--- src/logic/ov_pkg.sv ---
// fixed 80x60 rgb444 image and 640x480 vga timing in pixel periods; sizes change only here
package ov_pkg;

  // image kept in both frame buffers, qqvga halved
  localparam int IMG_COLS = 80;
  localparam int IMG_ROWS = 60;
  localparam int IMG_PXLS = IMG_COLS * IMG_ROWS; // 4800 words
  localparam int ADDR_W   = 13;                  // 2^13 covers 4800
  localparam int PXL_W    = 12;                  // r 11..8, g 7..4, b 3..0

  // horizontal timing, in pixel periods
  localparam int H_VISIBLE = 640;
  localparam int H_FRONT   = 16;
  localparam int H_SYNC    = 96;
  localparam int H_BACK    = 48;
  localparam int H_TOTAL   = H_VISIBLE + H_FRONT + H_SYNC + H_BACK; // 800

  // vertical timing, in lines
  localparam int V_VISIBLE = 480;
  localparam int V_FRONT   = 10;
  localparam int V_SYNC    = 2;
  localparam int V_BACK    = 33;
  localparam int V_TOTAL   = V_VISIBLE + V_FRONT + V_SYNC + V_BACK; // 525

  localparam int COL_W = 10; // col and row counters, up to 1023

  // colour filter, stepped by proc_ctrl in this order
  typedef enum logic [1:0] {FILT_NONE, FILT_RED, FILT_GREEN, FILT_BLUE} filter_t;

  // which byte of the rgb444 pair comes next
  typedef enum logic {CAP_HIGH, CAP_LOW} cap_state_t;

endpackage

--- src/logic/color_proc.sv ---
// sweeps the camera buffer nonstop, one pixel per clk; red count is per whole sweep, unfiltered
`timescale 1ns/1ps

module color_proc (
  input  logic                      clk,
  input  logic                      rst_n,
  input  logic                      proc_ctrl,
  input  logic [ov_pkg::PXL_W-1:0]  orig_pxl,
  output logic [ov_pkg::ADDR_W-1:0] orig_addr,
  output logic                      proc_we,
  output logic [ov_pkg::ADDR_W-1:0] proc_addr,
  output logic [ov_pkg::PXL_W-1:0]  proc_pxl,
  output ov_pkg::filter_t           filter_mode,
  output logic [ov_pkg::ADDR_W-1:0] red_pixels
);

  logic                      ctrl_s;    // synced button level
  logic                      ctrl_q;
  logic                      rd_v;      // stage 1, read data arrives this cycle
  logic [ov_pkg::ADDR_W-1:0] rd_a;      // address of that read
  ov_pkg::filter_t           rd_f;      // filter sampled when the read was issued
  logic [ov_pkg::PXL_W-1:0]  filt_pxl;
  logic                      is_red;
  logic                      sweep_end; // last write of the sweep is on the bus
  logic [ov_pkg::ADDR_W-1:0] red_cnt;   // running count of this sweep

  // keep one field, zero the rest
  always_comb begin
    case (rd_f)
      ov_pkg::FILT_RED:   filt_pxl = {orig_pxl[11:8], 8'h00};
      ov_pkg::FILT_GREEN: filt_pxl = {4'h0, orig_pxl[7:4], 4'h0};
      ov_pkg::FILT_BLUE:  filt_pxl = {8'h00, orig_pxl[3:0]};
      default:            filt_pxl = orig_pxl; // none, pass through
    endcase
  end

  assign is_red = rd_v && (orig_pxl[11:8] > orig_pxl[7:4]) && (orig_pxl[11:8] > orig_pxl[3:0]);
  assign sweep_end = proc_we && (proc_addr == ov_pkg::IMG_PXLS - 1);

  always_ff @(posedge clk) begin
    if (!rst_n) begin
      ctrl_s      <= 1'b0;
      ctrl_q      <= 1'b0;
      filter_mode <= ov_pkg::FILT_NONE;
    end else begin
      ctrl_s <= proc_ctrl;
      ctrl_q <= ctrl_s;
      if (ctrl_s && !ctrl_q) begin // rising edge steps the mode
        case (filter_mode)
          ov_pkg::FILT_NONE:  filter_mode <= ov_pkg::FILT_RED;
          ov_pkg::FILT_RED:   filter_mode <= ov_pkg::FILT_GREEN;
          ov_pkg::FILT_GREEN: filter_mode <= ov_pkg::FILT_BLUE;
          default:            filter_mode <= ov_pkg::FILT_NONE;
        endcase
      end
    end
  end

  // read address, stage 1 and stage 2 control
  always_ff @(posedge clk) begin
    if (!rst_n) begin
      orig_addr  <= '0;
      rd_v       <= 1'b0;
      proc_we    <= 1'b0;
      red_cnt    <= '0;
      red_pixels <= '0;
    end else begin
      orig_addr <= (orig_addr == ov_pkg::IMG_PXLS - 1) ? '0 : orig_addr + 1'b1;
      rd_v      <= 1'b1; // every cycle issues a read
      proc_we   <= rd_v;
      if (sweep_end) begin
        red_pixels <= red_cnt;
        red_cnt    <= ov_pkg::ADDR_W'(is_red); // pixel 0 of the next sweep
      end else begin
        red_cnt <= red_cnt + ov_pkg::ADDR_W'(is_red);
      end
    end
  end

  // payload follows the valid bits
  always_ff @(posedge clk) begin
    rd_a      <= orig_addr;
    rd_f      <= filter_mode;
    proc_addr <= rd_a;
    proc_pxl  <= filt_pxl;
  end

  a_proc_addr_range: assert property (@(posedge clk) disable iff (!rst_n)
    proc_we |-> (proc_addr < ov_pkg::IMG_PXLS));

endmodule

--- config.mk ---
export PLATFORM = sky130hd
export DESIGN_NAME = color_proc
export DESIGN_NICKNAME = d
export VERILOG_FILES = /design/src/logic/ov_pkg.sv /design/src/logic/color_proc.sv
export SDC_FILE = /design/constraint.sdc
export NUM_CORES = 1
export LEC_CHECK = 0
export BUFFER_PORTS_ARGS = -buffer_cell sky130_fd_sc_hd__buf_4
export CORE_MARGIN = 2
export CORE_UTILIZATION = 40
export CTS_BUF_LIST = sky130_fd_sc_hd__clkbuf_4
export DETAILED_ROUTE_END_ITERATION = 8
export PLACE_DENSITY_LB_ADDON = 0.1
export SLEW_MARGIN = 30
export SYNTH_ARGS = -nofsm -noshare
export SYNTH_HDL_FRONTEND = slang
export SYNTH_SLANG_ARGS = --single-unit
export TNS_END_PERCENT = 10
--- constraint.sdc ---
create_clock -name clk -period 6.1 [get_ports clk]
set_input_delay 0.305 -clock clk [delete_from_list [all_inputs] [get_ports clk]]
set_output_delay 0.305 -clock clk [all_outputs]
set_load 0.005 [all_outputs]
# After elaboration in Yosys (flattened, before gate mapping)
# Index checks and enable logic that the tools add are counted.
# Widths: inputs -> output; s select.
[op_classes]
n_bitwise = 1
n_eq_ne = 7
n_reduce_logical = 8
addsub = 2
n_lt_le_gt_ge = 2
mux = 4
[op_table]
columns = ["cell", "n"]
rows = [
  ["$pmux 12 s3", 1],
  ["$eq 13x13->1 const B", 2],
  ["$add 13x1->13", 1],
  ["$add 13x1->13 const B", 1],
  ["$gt 4x4->1", 2],
  ["$eq 2x2->1 const B", 3],
  ["$pmux 2 s3", 1],
  ["$eq 2x1->1 const B", 2],
  ["$logic_and 1x1->1", 4],
  ["$reduce_or 2->1", 2],
  ["$logic_not 2->1", 1],
  ["$mux 1", 2],
  ["$logic_not 1->1", 1],
  ["$not 1->1", 1],
]
[totals]
wordCells = 37
output_inout_bits = 54
in_bits = 15
ff_bits = 85

# Longest topological paths before layout
# Gate-level depths: netlist of the first run.
[depth]
depth_word = 5
mapped_depth = 12
ltp_nobuf = 12

# Worst setup path before layout of the first run
# OpenSTA, ideal clock, no wires.
[synth_path]
path_type = "input to register"
start = "input port orig_pxl[5] in the netlist's numbering"
end = "register red_cnt[10] in the netlist's numbering"
slack_ns = 3.963
setup_ns = 0.117
cell_stages = 12
arrival_ns = 2.020
required_time_ns = 5.983
path_buffers = 0
path_cell_list = "inv_1 -> ha_1 -> nor2b_1 -> o211ai_1 -> a21oi_1 -> and2_1 -> ha_1 -> ha_1 -> nand2_1 -> nor4_1 -> xnor2_1 -> nor2_1"
[synth_via]
elab_chain_cells = 4
[synth_lines]
columns = ["item", "line", "text"]
rows = [
  ["from (decl)", "color_proc.sv:8", "input logic [ov_pkg::PXL_W-1:0] orig_pxl,"],
  ["$gt 4x4->1", "color_proc.sv:37", "assign is_red = rd_v && (orig_pxl[11:8] > orig_pxl[7:4]) && (orig_pxl[11:8] > orig_pxl[3:0]);"],
  ["$logic_and 1x1->1 (2 in series)", "color_proc.sv:37", ""],
  ["$add 13x1->13", "color_proc.sv:75", "red_cnt <= red_cnt + ov_pkg::ADDR_W'(is_red);"],
  ["to (signal assigned)", "color_proc.sv:73", "red_cnt <= ov_pkg::ADDR_W'(is_red);"],
  ["to (signal assigned)", "color_proc.sv:75", ""],
  ["to (decl)", "color_proc.sv:25", "logic [ov_pkg::ADDR_W-1:0] red_cnt;"],
]
# Every way passes these cells.
# A chain may end at the register's enable or synchronous reset.

# Worst setup path in the final report of the first run
[layout_path]
start = "register proc_addr[8] in the netlist's numbering"
end = "register red_cnt[0] in the netlist's numbering"
[layout_via]
elab_chain_cells = 3
[layout_lines]
columns = ["item", "line", "text"]
rows = [
  ["from (decl)", "color_proc.sv:11", "output logic [ov_pkg::ADDR_W-1:0] proc_addr,"],
  ["from (signal assigned)", "color_proc.sv:84", "proc_addr <= rd_a;"],
  ["$eq 13x13->1", "color_proc.sv:38", "assign sweep_end = proc_we && (proc_addr == ov_pkg::IMG_PXLS - 1);"],
  ["$logic_and 1x1->1", "color_proc.sv:38", ""],
  ["$mux 1", "color_proc.sv:71", "if (sweep_end) begin"],
]
# Every way passes these cells.

==> summary.md, run 1 <==
| Metric | Value |
|---|---|
| Run status | finished, final reports clean |
| Synthesized net count | 291 |
| Yosys top cell by area | dfxtp_1 |
| Most common cell after layout, fill and taps aside | dfxtp_1 |
| # IOs | 69 |
| Final Cycle Share | 34.21% |
| # clock sinks | 85 |
| Primary FF master, synth | dfxtp_1 |
| Initial Utilization | 41.70% |
| Number of library cell types mapped by synthesis | 31 |
| Antenna violations before repair | 0 |
| MaxCap Viol Count | 0 |
| Gr usage total | 15.11% |
| Max stage delay on crit path | 670 ps |
| Pwr dens | 259.5 nW/µm² |
| Iteration-0 DRC Markers | 55 |
| Most frequent cells in the layout | dfxtp_1, buf_4, nor2_1 |
| Diodes inserted | 0 |
| Clk slew on worst S/H paths | 130 ps |
| Cts bufs inserted | 9 |
| Vias per inst | 4.658 |
| Cts-stage hold buffer count | 0 |
| Fin. max-slew vios | 0 |
| Core area | 6832 µm² |
| Total gr overflow | 0 |
| Maximum buffer depth of the clock tree | 2 |
| Final Hold Viols | 0 |
| Die area | 7814 µm² |
| Hold slack | 83.97 ps |
| DP HPWL | 3803 µm |
| Worst Max-Slew Pin Slew | 847.6 ps |
| Max transition margin | 43.12% |
| Max Fclk | 479.2 MHz |
| Routed Wire Length | 5424 µm |
| Post-DP Area | 3458 µm² |
| Clock root buffer | clkbuf_4 |
| Setup TNS | 0 ps |
| Req. time, crit path | 6420 ps |
| DR DRC count | 0 |
| Die width | 88.40 µm |
| CP endpoint kind | flip-flop |
| Synth top area cells | dfxtp_1, ha_1, xnor2_1 |
| Yosys reg bits | 85 |
| Global placement routability congestion | 0.7448 |
| # H-tree levels | 3 |
| Yosys top cell area share | 59.73% |
| Final Total Pwr | 0.9292 mW |
| Final setup violation count | 0 |
| Worst VDD drop | 0.0001428 V |
| Vias | 2,040 |
| Synthesized area | 2849 µm² |
| Pin count of the biggest net entering global routing | 16 |
| CTS tree | built |
| Post-CTS setup buffer count | 0 |
| Crit path max fanout | 15 |
| # nets final | 366 |
| RSZ-0062 raised after global routing | false |
| Master of the slowest instance on the critical path | o41a_1 |
| YS warnings | 0 |
| IO Port Bufs | 68 |
| Rows | 30 |
| Post-placement cell count | 423 |
| First-pass GRT wire length | 9045 µm |
| Worst-Skew Late Latency | 410 ps |
| Layout area overhead | 25.69% |
| Drt first pass iters | 4 |
| Mapped Avg Cell Area | 10.83 µm² |
| Skew final | 10.33 ps |
| Vias in the first global route | 1,990 |
| Syn Inst Count | 263 |
| Startpoint Class | flip-flop |
| Crit-path cells | or4b_4 -> o41a_1 -> and2_1 -> a31o_1 |
| Register area share after synthesis | 59.73% |
| Die H | 88.40 µm |
| Routed WL per cell | 12.38 µm |
| LEAKAGE | 1.512 nW |
| Share of cells above drive strength 1 | 24.56% |
| CTS resizes | 0 |
| Final ANT Viol Nets | 0 |
| Worst path arrival time | 2400 ps |
| Tmin final | 2087 ps |
| Worst hold path class | primary input to flip-flop |
| Design area | 3581 µm² |
| Non-Filler Instances | 438 |
| Post-synth EDFFs | 0 |
| Crit Path Class | flip-flop to flip-flop |
| Ys async rst share | 0% |
## metal layers
| layer | vias up | track usage (%) | wire, µm |
|---|---|---|---|
| met3 | 8 | 5.410 | 289 |
| met1 | 935 | 17.28 | 2443 |
| li1 | 1038 | - | - |
| met2 | 59 | 25.91 | 2606 |
| met4 | 0 | 5.785 | 85 |
| met5 | - | 0 | 0 |
## through the flow
step / util, % / setup slack [ps]
4_1_cts: 52.42 / 3989
5_1_grt: 52.42 / 3919
2_1_floorplan: - / 3963
3_3_place_gp: 50.62 / 3722
6_report: 52.42 / 4013
3_5_place_dp: 50.62 / 3599
## cells by family (layout without fill, tap and decap cells)
| family | Yosys count | count (layout) | share of synthesized area [%] |
|---|---|---|---|
| buffers and inverters | 19 | 98 | 2.855 |
| adders and majority gates | 13 | 13 | 5.709 |
| DFF | 85 | 85 | 59.73 |
| AOI/OAI and AO/OA | 24 | 24 | 6.543 |
| xor gates and xnor gates | 23 | 23 | 7.071 |
| and+or+nand+nor | 99 | 99 | 18.09 |
## worst max-delay path: cells and delay by family (launching register included)
family | cells | cell delay [ps]
simple gates | 2 | 830
compound gates | 2 | 840
flops | 1 | 330
## sequential cells by signal, indices dropped and copies added, names as in the netlist
| register | count |
|---|---|
| orig_addr | 13 |
| proc_addr | 13 |
| rd_a | 13 |
| red_cnt | 13 |
| red_pixels | 13 |
| proc_pxl | 12 |
| filter_mode | 2 |
| rd_f | 2 |
| ctrl_q | 1 |
| ctrl_s | 1 |
| proc_we | 1 |
| rd_v | 1 |
## where the power goes
group          leakage, nW  switching [mW]  internal, mW
Combinational        0.753          0.0244        0.0311
Sequential           0.692         0.00928         0.570
Clock               0.0666           0.176         0.119
## synth_stat cells, drive strengths merged, types with 2 or more instances
library cell,instances
a22o,13
o21ai,2
a21oi,5
clkbuf,2
ha,13
buf,3
and2,12
nor4,7
nor3,5
xor2,6
inv,14
nor2,32
nand2,10
nand4,8
nor2b,7
dfxtp,85
xnor2,17
nand3,12
## layout make-up
class	instances	area [µm²]
Multi-Input combinational cell	159	1066
Fill cell	654	3251
Timing Repair Buffer	69	518.0
Sequential cell	85	1702
Clock buffer	9	67.56
Tap cell	96	120.1
Clock inverter	6	55.05
Inverter	14	52.55
## final timing paths
kind                                           start               endpoint  slack, ps  depth (start not counted)
worst max register to register  proc_addr[8]$_DFF_P_  red_cnt[0]$_SDFF_PN0_       4010                          4
worst min register to register       rd_a[0]$_DFF_P_   proc_addr[0]$_DFF_P_        330                          0
worst min-delay path                           rst_n           rd_v$_DFF_P_         80                          1
worst max-delay path            proc_addr[8]$_DFF_P_  red_cnt[0]$_SDFF_PN0_       4010                          4
Power figures use the tool's default switching activity.
==> inputs of run 2 (changes only) <==
- ABC_AREA: not set -> 1
- clock period: 6.1 -> 1.8 ns (I/O delays scaled with it)
==> run 2 against run 1 <==
Net effect:
- sequential power grew to 3.4 times the previous value
- core utilization grew 2.9 points
- via count grew 23%
- clock skew grew 1.1 ps
- register-to-register slack lost 3800 ps
- die area grew 7.7%
- largest cell class unchanged
==> summary.md, run 2 <==
| Metric | Value |
|---|---|
| # IOs | 69 |
| Most frequent cells in the layout | dfxtp_1, buf_4, nand2_1 |
| Final Cycle Share | 90.18% |
| DR DRC count | 0 |
| Tmin final | 1623 ps |
| # nets final | 488 |
| Fin. max-slew vios | 0 |
| Final Hold Viols | 0 |
| YS warnings | 0 |
| # clock sinks | 85 |
| Vias | 2,499 |
| Final setup violation count | 0 |
| Req. time, crit path | 2110 ps |
| Diodes inserted | 0 |
| Skew final | 11.42 ps |
| Top cells by instance count after synthesis | dfxtp_1, nand2_1, inv_1, nor2_1, nand3_1 |
| DP HPWL | 4562 µm |
| Worst hold path class | flip-flop to flip-flop |
| Initial Utilization | 41.80% |
| Worst Max-Slew Pin Slew | 320.5 ps |
| First-pass GRT wire length | 10,540 µm |
| LEAKAGE | 1.810 nW |
| Most common cell after layout, fill and taps aside | dfxtp_1 |
| Antenna violations before repair | 0 |
| Pwr dens | 803.2 nW/µm² |
| Primary FF master, synth | dfxtp_1 |
| Rows | 31 |
| Drt first pass iters | 4 |
| Worst VDD drop | 0.0004650 V |
| Syn Inst Count | 360 |
| Design area | 4075 µm² |
| Layout area overhead | 32.29% |
| Worst-Skew Late Latency | 420 ps |
| Synthesized area | 3080 µm² |
| MaxCap Viol Count | 0 |
| Crit Path Class | flip-flop to flip-flop |
| Number of library cell types mapped by synthesis | 25 |
| Run status | finished, final reports clean |
| Register area share after synthesis | 55.24% |
| Maximum buffer depth of the clock tree | 2 |
| CP endpoint kind | flip-flop |
| Top-count cell post-synth | dfxtp_1 |
| Clk slew on worst S/H paths | 130 ps |
| Routed WL per cell | 11.21 µm |
| Gr usage total | 15.75% |
| Post-DP Area | 3734 µm² |
| Routed Wire Length | 6322 µm |
| Vias in the first global route | 2,274 |
| Clock root buffer | clkbuf_4 |
| Max transition margin | 78.55% |
| Crit path max fanout | 3 |
| Yosys top cell area share | 55.24% |
| IO Port Bufs | 68 |
| Post-synth EDFFs | 0 |
| Final ANT Viol Nets | 0 |
| CTS tree | built |
| Yosys top cell by area | dfxtp_1 |
| Worst path arrival time | 1940 ps |
| Mapped Avg Cell Area | 8.557 µm² |
| Iteration-0 DRC Markers | 91 |
| Core area | 7370 µm² |
| Post-placement cell count | 531 |
| Share of cells above drive strength 1 | 23.66% |
| # H-tree levels | 3 |
| Total gr overflow | 0 |
| Vias per inst | 4.431 |
| Cts bufs inserted | 9 |
| Yosys reg bits | 85 |
| Die H | 91.76 µm |
| Die area | 8419 µm² |
| Startpoint Class | flip-flop |
| Die width | 91.76 µm |
| Global placement routability congestion | 0.8823 |
| Max Fclk | 616.0 MHz |
| Layout fillers | 685 |
| Non-Filler Instances | 564 |
| Synthesized net count | 388 |
| RSZ-0062 raised after global routing | false |
| Synth top area cells | dfxtp_1, nand2_1, inv_1 |
| Ys async rst share | 0% |
| Pin count of the biggest net entering global routing | 24 |
[run 2: layer usage]
| layer | track usage, % | vias up | part of all wire, % |
|---|---|---|---|
| li1 | - | 1318 | - |
| met1 | 20.91 | 1113 | 49 |
| met2 | 24.57 | 58 | 44 |
| met3 | 3.205 | 10 | 4.8 |
| met4 | 7.463 | 0 | 2.1 |
| met5 | 0 | - | 0 |
[run 2: repair_timing]
item                                    CTS  global route
endpoints found under the setup margin    0             3
hold endpoints to repair                 15             0
setup buffers                             0             2
gates resized for setup                   0             8
hold buffers                             15             0
[run 2: cell families after synthesis]
family,share of synthesized area [%]
adder cells (fa/ha/maj),5.280
AO/OA/AOI/OAI,5.037
AND/OR/NAND/NOR,22.70
buffers and inverters,8.895
XOR/XNOR,2.843
flip-flops,55.24
[run 2: critical path, stage by stage (launching register included)]
cell and delay [ps]:
dfxtp_2 340, o21ai_0 70, nor2_1 90, nand3_1 110, inv_2 80, ha_4 140
ha_4 140, nand3_4 90, nor2_4 130, nand2_1 90, nor2_1 90, nand2_1 50
nand2_1 60, nor2_1 30
[run 2: power breakdown]
group | total (mW) | switching, mW | leakage (nW) | internal (mW)
combinational | 0.247 | 0.108 | 1.05 | 0.139
sequential | 1.96 | 0.0282 | 0.693 | 1.94
clock | 1.06 | 0.625 | 0.0704 | 0.437
total | 3.27 | 0.761 | 1.81 | 2.51
[run 2: path summary, 6_finish.rpt]
check	depth (start not counted)	to	slack (ps)	start
min	0	proc_addr[1]$_DFF_P_	330	rd_a[1]$_DFF_P_
max	13	red_cnt[10]$_SDFF_PP0_	180	rd_v$_DFF_P_
min reg2reg	0	proc_addr[1]$_DFF_P_	330	rd_a[1]$_DFF_P_
max reg2reg	13	red_cnt[10]$_SDFF_PP0_	180	rd_v$_DFF_P_
[run 2: final cells by class]
class | instances | area (µm²) | share of cell area [%]
inverters | 60 | 225.2 | 5.527
well taps | 99 | 123.9 | 3.040
clock buffers | 10 | 75.07 | 1.842
multi-input cells | 210 | 1142 | 28.03
flip-flops and latches | 85 | 1703 | 41.79
clock inverters | 6 | 62.56 | 1.535
repair buffers | 94 | 743.2 | 18.24
[run 2: per-stage QoR]
stage	util, %	setup TNS, ps	hold slack, ps	setup WS (ps)	power (mW)
5_1_grt	55.30	0	339.2	1.592	3.439
6_report	55.30	0	328.9	176.7	3.273
2_1_floorplan	-	0	117.7	37.31	2.102
4_1_cts	54.57	0	308.2	52.36	3.311
3_5_place_dp	50.66	-660.8	282.0	-212.2	2.222
3_3_place_gp	50.66	-493.7	272.6	-175.5	2.218
==> inputs of run 3 (changes only) <==
- CAP_MARGIN: not set -> 20
- REMOVE_ABC_BUFFERS: not set -> 1
==> run 3 against run 2 <==
Net effect:
- sequential power barely moved
- core utilization fell by 0.39 points
- worst hold slack improved by 12 ps
- largest cell class unchanged
- combinational power fell by 2%
- non-clock buffer count fell by 3
- setup slack got worse by 25 ps
- critical path type unchanged
==> summary.md, run 3 (synthesis gave the netlist of run 2 again) <==
| Metric | Value |
|---|---|
| Met1 wire length | 2871 µm |
| Placement Setup Slack | -193.2 ps |
| Final ANT Viol Nets | 0 |
| Die width | 91.76 µm |
| Tmin final | 1648 ps |
| Die area | 8419 µm² |
| Share of cells above drive strength 1 | 23.38% |
| CP most frequent cell | nor2_1 |
| Met2 WL | 2849 µm |
| Antenna violations before repair | 0 |
| Pwr dens | 811.3 nW/µm² |
| Worst path arrival time | 2030 ps |
| Layout fillers | 714 |
| Worst VDD drop | 0.0003999 V |
| Vias in the first global route | 2,249 |
| Most common cell after layout, fill and taps aside | dfxtp_1 |
| Design area | 4046 µm² |
| Area of the multi-input gates | 1139 µm² |
| Gr usage total | 15.26% |
| CTS tree | built |
| Crit-path cells | o21ai_0 -> nor2_1 -> nand3_1 -> inv_1 -> ha_2 -> ha_4 -> nand3_4 -> nor2_4 -> nand2_2 -> o21ai_2 -> nand2_1 -> nor2_1 |
| DR DRC count | 0 |
| Met3 Routed Length | 252 µm |
| Iteration-0 DRC Markers | 73 |
| First-pass GRT wire length | 10,200 µm |
| Worst Max-Slew Pin Slew | 336.1 ps |
| Skew final | 16.54 ps |
| Initial Utilization | 41.80% |
| Max transition margin | 77.52% |
| Worst hold path class | flip-flop to flip-flop |
| Layout area overhead | 31.36% |
| Fin. max-slew vios | 0 |
| # H-tree levels | 3 |
| Run status | finished, final reports clean |
| Max stage delay on crit path | 350 ps |
| CP endpoint kind | flip-flop |
| Startpoint Class | flip-flop |
| Global placement routability congestion | 0.7571 |
| Post-DP Area | 3726 µm² |
| Clk slew on worst S/H paths | 140 ps |
| Routed Wire Length | 6098 µm |
| MaxCap Viol Count | 0 |
| LEAKAGE | 1.801 nW |
| Total gr overflow | 0 |
| Worst-Skew Late Latency | 430 ps |
| Final setup violation count | 0 |
| IO Port Bufs | 68 |
| Routed WL per cell | 10.87 µm |
| Cts bufs inserted | 9 |
| Rows | 31 |
| Crit path max fanout | 3 |
| Vias per inst | 4.422 |
| Die H | 91.76 µm |
| Vias | 2,481 |
| Final Hold Viols | 0 |
| Core area | 7370 µm² |
| Maximum buffer depth of the clock tree | 2 |
| # nets final | 485 |
| Hold slack | 341.1 ps |
| Pin count of the biggest net entering global routing | 24 |
| # clock sinks | 85 |
| # IOs | 69 |
| Req. time, crit path | 2180 ps |
| Top layer in use | met4 |
| Clock root buffer | clkbuf_4 |
| Final Cycle Share | 91.57% |
| Most frequent cells in the layout | dfxtp_1, buf_4, nand2_1 |
| Drt first pass iters | 4 |
| Crit Path Class | flip-flop to flip-flop |
| Setup ws final | 151.8 ps |
| Diodes inserted | 0 |
| DP HPWL | 4338 µm |
| Master of the slowest instance on the critical path | dfxtp_2 |
| Seq. cell area | 1703 µm² |
| Max Fclk | 606.7 MHz |
-- run 3: cell count changes in the layout (fill, tap and decap cells not counted) --
cell,delta
inv_1,+1
o21ai_2,+1
buf_4,-2
o21ai_1,-1
nand2_2,+1
clkinv_2,-1
ha_4,-1
ha_2,+1
clkinv_1,+1
dlygate4sd3_1,-1
clkinvlp_4,-1
nand2_1,-1
clkinv_4,+1
inv_2,-1
-- run 3: final cells by class --
class                           count  area share, %
Inverter                           60          5.566
Timing Repair Buffer               91          17.75
Multi-Input combinational cell    210          28.14
Clock buffer                       10          1.855
Tap cell                           99          3.061
Clock inverter                      6          1.546
Sequential cell                    85          42.08
-- run 3: what timing repair did --
item	in CTS	in global routing
setup buffers	0	1
endpoints found under the setup margin	0	2
hold buffers	14	0
endpoints found under the hold margin	14	0
gates resized for setup	0	8
-- run 3: stage by stage --
| step | util [%] | power [mW] | TNS [ps] | cells |
|---|---|---|---|---|
| final | 54.91 | 3.283 | 0 | 561 |
| after CTS | 54.33 | 3.319 | 0 | 560 |
| after global routing | 54.91 | 3.440 | -0.2176 | 561 |
| after detailed placement | 50.56 | 2.222 | -535.0 | 530 |
| after global placement | 50.56 | 2.218 | -358.4 | 530 |
| after floorplan | - | 2.092 | 0 | 355 |
-- run 3: final timing paths --
kind	slack, ps	start	end	cells after the start
min	340	rd_a[8]$_DFF_P_	proc_addr[8]$_DFF_P_	0
min reg2reg	340	rd_a[8]$_DFF_P_	proc_addr[8]$_DFF_P_	0
max reg2reg	150	rd_v$_DFF_P_	red_cnt[10]$_SDFF_PP0_	12
max	150	rd_v$_DFF_P_	red_cnt[10]$_SDFF_PP0_	12
-- run 3: routing by layer --
layer / vias up / GRT usage, %
met3: 12 / 3.287
met4: 0 / 8.209
met1: 1106 / 18.94
li1: 1314 / -
met2: 49 / 24.75
met5: - / 0
-- run 3: power by group --
| part | leakage, nW | internal, mW | switching, mW | total (mW) |
|---|---|---|---|---|
| clock | 0.0721 | 0.438 | 0.639 | 1.08 |
| sequential | 0.693 | 1.94 | 0.0293 | 1.97 |
| combinational | 1.04 | 0.136 | 0.105 | 0.241 |
-- run 3: worst max-delay path, delay by kind of cell (launching register included) --
kind                       cells  cell delay, ps
buffers and inverters          1              70
DFF                            1             350
and+or+nand+nor                7             650
AOI/OAI and AO/OA              2             200
adders and majority gates      2             340
